### config.mk
export PLATFORM = sky130hd
export DESIGN_NAME = audio_dac_top
export DESIGN_NICKNAME = d
export VERILOG_FILES = /design/src/hw/audio_dac_pkg.sv /design/src/hw/audio_dac_top.sv /design/src/hw/linear_interp.sv /design/src/hw/sample_sync.sv /design/src/hw/sigma_delta_dac.sv
export VERILOG_INCLUDE_DIRS = /design/src /design/src/hw
export SDC_FILE = /design/constraint.sdc
export NUM_CORES = 1
export LEC_CHECK = 0
export BUFFER_PORTS_ARGS = -buffer_cell sky130_fd_sc_hd__clkbuf_2
export CAP_MARGIN = 0
export CELL_PAD_IN_SITES_DETAIL_PLACEMENT = 0
export CELL_PAD_IN_SITES_GLOBAL_PLACEMENT = 2
export CORE_UTILIZATION = 41
export DETAILED_ROUTE_END_ITERATION = 8
export PLACE_DENSITY = 0.88
export SLEW_MARGIN = 25
export SYNTH_ARGS = -nofsm -noshare
export SYNTH_HDL_FRONTEND = slang
export SYNTH_HIERARCHICAL = 1
export SYNTH_SLANG_ARGS = --single-unit
export TNS_END_PERCENT = 30
### constraint.sdc
create_clock -name CLK25 -period 3 [get_ports CLK25]
set_input_delay 0.6 -clock CLK25 [delete_from_list [all_inputs] [get_ports CLK25]]
set_output_delay 0.6 -clock CLK25 [all_outputs]
set_load 0.05 [all_outputs]
### src/hw/audio_dac_settings.svh
// ----------------------------------------
// audio path build-time settings
//  sample and fraction widths
//  load period counter width
//  request synchroniser depth
// ----------------------------------------

`ifndef AUDIO_DAC_SETTINGS_SVH
`define AUDIO_DAC_SETTINGS_SVH

`define AUDIO_SAMPLE_W    16	// one incoming pcm sample
`define AUDIO_FRAC_W      8	// interpolation fraction below sample
`define AUDIO_LOAD_BITS   7	// 2**7 = 128 cycle load period
`define AUDIO_SYNC_STAGES 2	// flops on the request toggle

`endif

### src/hw/audio_dac_pkg.sv
// ----------------------------------------
// audio path types
//  sample_t  signed pcm word
//  stereo_t  left/right pair
//  acc_u     interpolator accumulator, raw or split view
// ----------------------------------------

`include "audio_dac_settings.svh"

package audio_dac_pkg;

	typedef logic signed [`AUDIO_SAMPLE_W-1:0] sample_t;	// one channel word

	typedef struct packed {
		sample_t lch;	// left
		sample_t rch;	// right
	} stereo_t;

	// accumulator word, added as one signed value,
	// read back as sample part plus fraction
	typedef union packed {
		logic signed [`AUDIO_SAMPLE_W+`AUDIO_FRAC_W-1:0] raw;	// adder view
		struct packed {
			sample_t                  sample;	// upper bits, to modulator
			logic [`AUDIO_FRAC_W-1:0] frac;		// ramp fraction
		} fields;
	} acc_u;

endpackage

### src/hw/audio_dac_top.sv
// ----------------------------------------
// audio_dac_top
//  sample sync, linear interpolator
//  and a sigma-delta output per channel
// ----------------------------------------

`timescale 1ns/1ps

module audio_dac_top (
	input  logic                   CLK25,		// system clock
	input  logic                   RESET_N,		// async reset, low
	input  logic                   sample_req,	// toggle per new pair
	input  audio_dac_pkg::sample_t sample_lch,	// left pcm in
	input  audio_dac_pkg::sample_t sample_rch,	// right pcm in
	output audio_dac_pkg::acc_u    dac_lch,		// left ramp value
	output audio_dac_pkg::acc_u    dac_rch,		// right ramp value
	output logic                   pwm_l,		// left bit stream
	output logic                   pwm_r		// right bit stream
);

	import audio_dac_pkg::*;

	stereo_t pair;			// captured pair
	logic    new_sample;	// capture strobe, internal only

	// ----------------------------------------
	// input side
	// ----------------------------------------
	sample_sync u_sync (
		.CLK25      (CLK25),
		.RESET_N    (RESET_N),
		.sample_req (sample_req),
		.sample_lch (sample_lch),
		.sample_rch (sample_rch),
		.pair       (pair),
		.new_sample (new_sample)
	);

	linear_interp u_interp (
		.CLK25   (CLK25),
		.RESET_N (RESET_N),
		.pair    (pair),
		.acc_l   (dac_lch),	// also top output
		.acc_r   (dac_rch)
	);

	// ----------------------------------------
	// output modulators
	// ----------------------------------------
	sigma_delta_dac u_dac_l (
		.CLK25   (CLK25),
		.RESET_N (RESET_N),
		.level   (dac_lch),
		.pwm     (pwm_l)
	);

	sigma_delta_dac u_dac_r (
		.CLK25   (CLK25),
		.RESET_N (RESET_N),
		.level   (dac_rch),
		.pwm     (pwm_r)
	);

endmodule

### src/hw/linear_interp.sv
// ----------------------------------------
// linear_interp
//  free running load counter and load pulse
//  two channel first-order hold
//  accumulator ramps old to new sample
//  over one load period
// ----------------------------------------

`timescale 1ns/1ps

`include "audio_dac_settings.svh"

module linear_interp (
	input  logic                   CLK25,	// system clock
	input  logic                   RESET_N,	// async reset, low
	input  audio_dac_pkg::stereo_t pair,	// latest captured pair
	output audio_dac_pkg::acc_u    acc_l,	// left ramp
	output audio_dac_pkg::acc_u    acc_r	// right ramp
);

	import audio_dac_pkg::*;

	localparam int CH     = 2;	// 0 left, 1 right
	localparam int SMP_W  = `AUDIO_SAMPLE_W;
	localparam int FRAC_W = `AUDIO_FRAC_W;
	localparam int ACC_W  = SMP_W + FRAC_W;

	logic [`AUDIO_LOAD_BITS-1:0] load_cnt;	// period counter
	logic                        load;		// high while load_cnt == 1

	sample_t                 in_smp [CH];	// pair split per channel
	sample_t                 data0 [CH];	// newest loaded sample
	sample_t                 data1 [CH];	// previous sample
	sample_t                 diff [CH];		// data0 - data1, wraps
	acc_u                    acc [CH];		// ramp accumulator
	logic signed [ACC_W-1:0] step [CH];		// 2*diff, sign extended

	assign in_smp[0] = pair.lch;
	assign in_smp[1] = pair.rch;

	assign acc_l = acc[0];
	assign acc_r = acc[1];

	// ----------------------------------------
	// load timing
	// ----------------------------------------
	always_ff @(posedge CLK25 or negedge RESET_N)
	begin
		if (!RESET_N)
		begin
			load_cnt <= '0;
			load     <= 1'b0;
		end
		else
		begin
			load_cnt <= load_cnt + 1'b1;	// wraps every period
			load     <= (load_cnt == '0);	// registered, lands on count 1
		end
	end

	// per-edge increment: diff spread over 128 steps of 2**8 fraction
	always_comb
	begin
		for (int i = 0; i < CH; i++)
		begin
			step[i] = {{(FRAC_W-1){diff[i][SMP_W-1]}}, diff[i], 1'b0};
		end
	end

	// ----------------------------------------
	// interpolator datapath
	// ----------------------------------------
	always_ff @(posedge CLK25 or negedge RESET_N)
	begin
		if (!RESET_N)
		begin
			for (int i = 0; i < CH; i++)
			begin
				data0[i]   <= '0;
				data1[i]   <= '0;
				diff[i]    <= '0;
				acc[i].raw <= '0;
			end
		end
		else
		begin
			for (int i = 0; i < CH; i++)
			begin
				if (load)
				begin
					data0[i]             <= in_smp[i];	// only pair held now
					data1[i]             <= data0[i];
					diff[i]              <= data0[i] - data1[i];	// 16 bit wrap
					acc[i].fields.sample <= data1[i];	// restart ramp
					acc[i].fields.frac   <= '0;
				end
				else
				begin
					acc[i].raw <= acc[i].raw + step[i];	// walk toward data0
				end
			end
		end
	end

endmodule

### src/hw/sample_sync.sv
// ----------------------------------------
// sample_sync
//  request toggle synchroniser
//  either-edge detect, one-cycle pulse
//  stereo pair capture register
// ----------------------------------------

`timescale 1ns/1ps

`include "audio_dac_settings.svh"

module sample_sync (
	input  logic                   CLK25,		// system clock
	input  logic                   RESET_N,		// async reset, low
	input  logic                   sample_req,	// toggles once per new pair
	input  audio_dac_pkg::sample_t sample_lch,	// left data, held by source
	input  audio_dac_pkg::sample_t sample_rch,	// right data, held by source
	output audio_dac_pkg::stereo_t pair,		// captured pair
	output logic                   new_sample	// one cycle per toggle
);

	localparam int STAGES = `AUDIO_SYNC_STAGES;

	logic [STAGES-1:0] req_sync;	// [0] first flop
	logic              req_last;	// previous synced level

	// ----------------------------------------
	// sync and edge detect
	// ----------------------------------------
	always_ff @(posedge CLK25 or negedge RESET_N)
	begin
		if (!RESET_N)
		begin
			req_sync   <= '0;
			req_last   <= 1'b0;
			new_sample <= 1'b0;
		end
		else
		begin
			req_sync   <= {req_sync[STAGES-2:0], sample_req};	// shift in
			req_last   <= req_sync[STAGES-1];
			new_sample <= req_sync[STAGES-1] ^ req_last;	// both polarities
		end
	end

	// ----------------------------------------
	// capture, data is stable by now
	// ----------------------------------------
	always_ff @(posedge CLK25 or negedge RESET_N)
	begin
		if (!RESET_N)
		begin
			pair <= '0;	// silence until first sample
		end
		else if (new_sample)
		begin
			pair.lch <= sample_lch;
			pair.rch <= sample_rch;
		end
	end

endmodule

### src/hw/sigma_delta_dac.sv
// ----------------------------------------
// sigma_delta_dac
//  first order modulator, one channel
//  offset binary of the sample field
//  carry out as the 1-bit stream
// ----------------------------------------

`timescale 1ns/1ps

`include "audio_dac_settings.svh"

module sigma_delta_dac (
	input  logic                CLK25,		// system clock
	input  logic                RESET_N,	// async reset, low
	input  audio_dac_pkg::acc_u level,		// interpolated value
	output logic                pwm			// bit stream out
);

	localparam int W = `AUDIO_SAMPLE_W;

	logic [W-1:0] offset_val;	// 0 .. 65535
	logic [W-1:0] sd_acc;		// error accumulator
	logic [W:0]   sum;			// msb is the carry

	// flip sign bit, -32768 maps to 0
	assign offset_val = {~level.fields.sample[W-1], level.fields.sample[W-2:0]};
	assign sum        = {1'b0, sd_acc} + {1'b0, offset_val};

	// ----------------------------------------
	// modulator
	// ----------------------------------------
	always_ff @(posedge CLK25 or negedge RESET_N)
	begin
		if (!RESET_N)
		begin
			sd_acc <= '0;
			pwm    <= 1'b0;
		end
		else
		begin
			sd_acc <= sum[W-1:0];	// keep the residue
			pwm    <= sum[W];		// ones density = offset_val / 2**W
		end
	end

endmodule

==> reports/results.txt <==
Worst IR drop on VDD -> 0.000338 V
Setup_tns -> 0 ns
Adder-Cell Fraction of Synth Area -> 11.4%
Buf+Inv Stages, Crit Path -> 0
Fraction of the cycle the final worst path needs -> 92.6%
Post-synth cell types -> 85
Initial cell density of the core -> 42.0%
Achievable frequency -> 360 MHz
# Max-Cap Violations -> 0
Power per standard cell area -> 453 nW/um^2
Post-route DRC violation count -> 8
Arrival time at the worst endpoint -> 3.20 ns
Global-route congestion overflow total -> 0
Worst clock skew -> 0.0132 ns
Net count, final -> 1472
Core region area -> 30800 um^2
DIE HEIGHT -> 180 um
Global placement routability congestion -> 0.879
Hold buffer count at CTS -> 0
Critical Path Max Stage Delay -> 0.44 ns
Xor/xnor cell area share of the yosys netlist -> 5.42%
Type of origin of the critical path -> register
Headroom to the max-slew limit -> 45.6%
Status -> complete, but fails checks
Crit path max fanout -> 4
Fraction of the mapped netlist area in compound gates -> 17.9%
Worst-Skew Late Latency -> 0.54 ns
ANT nets after route -> 0
Routed vias/inst -> 5.42
Buffer depth of the longest clock path -> 3
Required time at the endpoint of the critical path -> 3.42 ns
Leak Pwr -> 7.50 nW
Crit path kind -> register to register
Overall via count from detail_route -> 9423
Min Hold Slack -> 0.00407 ns
CTS tree -> done
Tightest Hold Check Type -> input pin to asynchronous set/reset pin
Post-CTS Setup Inserts -> 0
Total power -> 0.00667 W
Synth cell count leaders -> 220 x dfrtp_1, 116 x nand2_1, 108 x ha_1
Cell count after synthesis -> 1233
Critical-path cell list -> ha_1 -> fa_1 -> a211oi_1 -> o21ai_1 -> a21boi_2 -> o31ai_1 -> a2111oi_2 -> xnor2_1 -> mux2_2
Worst Max-Slew Pin Slew -> 0.810 ns
Multiplexer share of the synthesized area -> 8.16%
Overall die width -> 180 um
Number of failing hold endpoints at the final stage -> 0
Synth async-reset ratio -> 100%
Initial DRT Pass Iterations -> 8
Number of max-slew violations in the final report -> 0
Area growth from synthesis to final layout -> 13.7%
Num ports -> 85
Standard-cell rows -> 64
Wire length of the first global-routing pass -> 49.5 mm
Category of the worst setup path capture point -> register
Per-instance average area after synthesis -> 10.5 um^2
Shortest period the worst path allows -> 2.78 ns
Pin count of the biggest net entering global routing -> 66
Avg WL per Cell -> 16.9 um
Area share of the leading cell type in the synthesized netlist -> 42.5%
Aggregate routed wire length -> 29.4 mm
Synthesized flop and latch total -> 220
EDFF count, synth -> 0
Post-synth design cell area -> 12900 um^2
Cell accounting for the most synthesized area -> dfrtp_1
Initial antenna violation count -> 0
Main combinational cell family by area after synthesis -> compound AO/OA/AOI/OAI gates
Clock sink count -> 220
Max stage delay cell, worst path -> fa_1
Clock-pin slew on the worst setup and hold paths -> 0.06 ns
Largest delay contributor family on the critical path -> compound AO/OA/AOI/OAI gates
Antenna diode count -> 0
Number of buffers inserted by port buffering -> 82
Overall die area -> 32300 um^2
Most common cell in the synthesized netlist -> dfrtp_1
TritonCTS buffer count -> 27
Layout cells sized above 1 -> 19.3%
Number of global-route vias before repair -> 9421
Violation count after the first detailed-routing iteration -> 451
Yosys warning total -> 6
Total setup violations reported at the end of the flow -> 0
H-tree lvl count -> 1
Violated checks -> design-rule violations
Simple-gate share of the synthesized area -> 11.5%
Half-perimeter wire length of the detailed placement result -> 21.9 mm
Top cells by area in the synthesized netlist -> dfrtp_1 43%, ha_1 10%, mux2_2 4.5%
RSZ-0062 raised after global routing -> false
All-Layer GR Usage -> 18.5%
Sequential-to-total area share from yosys stat -> 42.5%
Most frequently used flop master after synthesis -> dfrtp_1
Clock Tree Root -> clkbuf_16
## final timing paths
check | start | to | slack, ns | cells after the start
setup / recovery | u_interp/acc_l[1]$_DFF_PN0_ | u_interp/acc_l[23]$_DFF_PN0_ | 0.22 | 9
hold / removal | RESET_N | u_dac_l/sd_acc[7]$_DFF_PN0_ | 0.004 | 1
setup reg to reg | u_interp/acc_l[1]$_DFF_PN0_ | u_interp/acc_l[23]$_DFF_PN0_ | 0.22 | 9
hold reg to reg | u_sync/req_sync[0]$_DFF_PN0_ | u_sync/req_sync[1]$_DFF_PN0_ | 0.37 | 0
max in group asynchronous | RESET_N | u_interp/diff[16]$_DFFE_PN0P_ | 2.23 | 2
min in group CLK25 | sample_req | u_sync/req_sync[0]$_DFF_PN0_ | 0.16 | 1
## cells in the final DEF (no fill, tap or decap), drive strengths merged, types with 17 or more instances in the layout
cell type,Yosys,layout
dfrtp,220,220
clkbuf,25,117
nand2,116,116
o21ai,110,110
ha,108,108
mux2,82,82
a21oi,61,61
nor2,52,52
inv,49,50
xnor2,41,41
xor2,39,39
a21o,36,36
nand3,24,24
nor3,21,21
a31oi,19,19
nor2b,19,19
o21a,17,17
a211oi,17,17
## final cells by class
| class | instances | area (um^2) |
|---|---|---|
| Fill cell | 2857 | 16100 |
| Multi-Input combinational cell | 927 | 7040 |
| Sequential cell | 220 | 5510 |
| Clock buffer | 36 | 759 |
| Timing Repair Buffer | 97 | 558 |
| Tap cell | 396 | 495 |
| Inverter | 50 | 188 |
| Clock inverter | 14 | 164 |
## flip-flops by register name, indices dropped and copies added, names as in the netlist, 2 cells and up
| signal | count |
|---|---|
| u_dac_l/sd_acc | 16 |
| u_sync/pair | 32 |
| u_interp/acc_l | 23 |
| u_interp/diff | 32 |
| u_interp/data1 | 32 |
| u_interp/load_cnt | 7 |
| u_interp/data0 | 32 |
| u_interp/acc_r | 23 |
| u_sync/req_sync | 2 |
| u_dac_r/sd_acc | 16 |
## report_power, final
part | internal (W) | switching [W] | total (W)
Clock | 0.00204 | 0.00132 | 0.00335
Combinational | 0.000127 | 0.0000920 | 0.000219
Sequential | 0.00304 | 0.0000642 | 0.00310
## metrics by stage
step                      std cells  instance area, um^2  util, %  setup slack (ns)
after floorplan                1234                12900        -             0.185
after global placement         1690                13800     44.7             0.243
after detailed placement       1690                13800     44.7             0.200
after CTS                      1740                14700     47.7             0.201
after global routing           1740                14700     47.7           0.00839
final                          1740                14700     47.7             0.223
## routing by layer
metal / GRT usage (%) / share of wire (%)
met1: 28.6 / 53
met2: 26.9 / 41
met3: 2.92 / 4.8
met4: 4.41 / 1.6
met5: 0 / 0
## cell families (layout without fill, tap and decap cells)
group	Yosys count	after routing
AO/OA/AOI/OAI	344	344
XOR/XNOR	80	80
adder cells (fa/ha/maj)	114	114
buffers and inverters	87	197
flip-flops	220	220
multiplexers	84	84
other	1	2
AND/OR/NAND/NOR	303	303
## what timing repair did
action / 4_1_cts / 5_1_grt
endpoints found under the setup margin: 0 / 1
resized for setup: 0 / 1
endpoints found under the hold margin: 0 / 0
(Power assumes the default switching activity.)
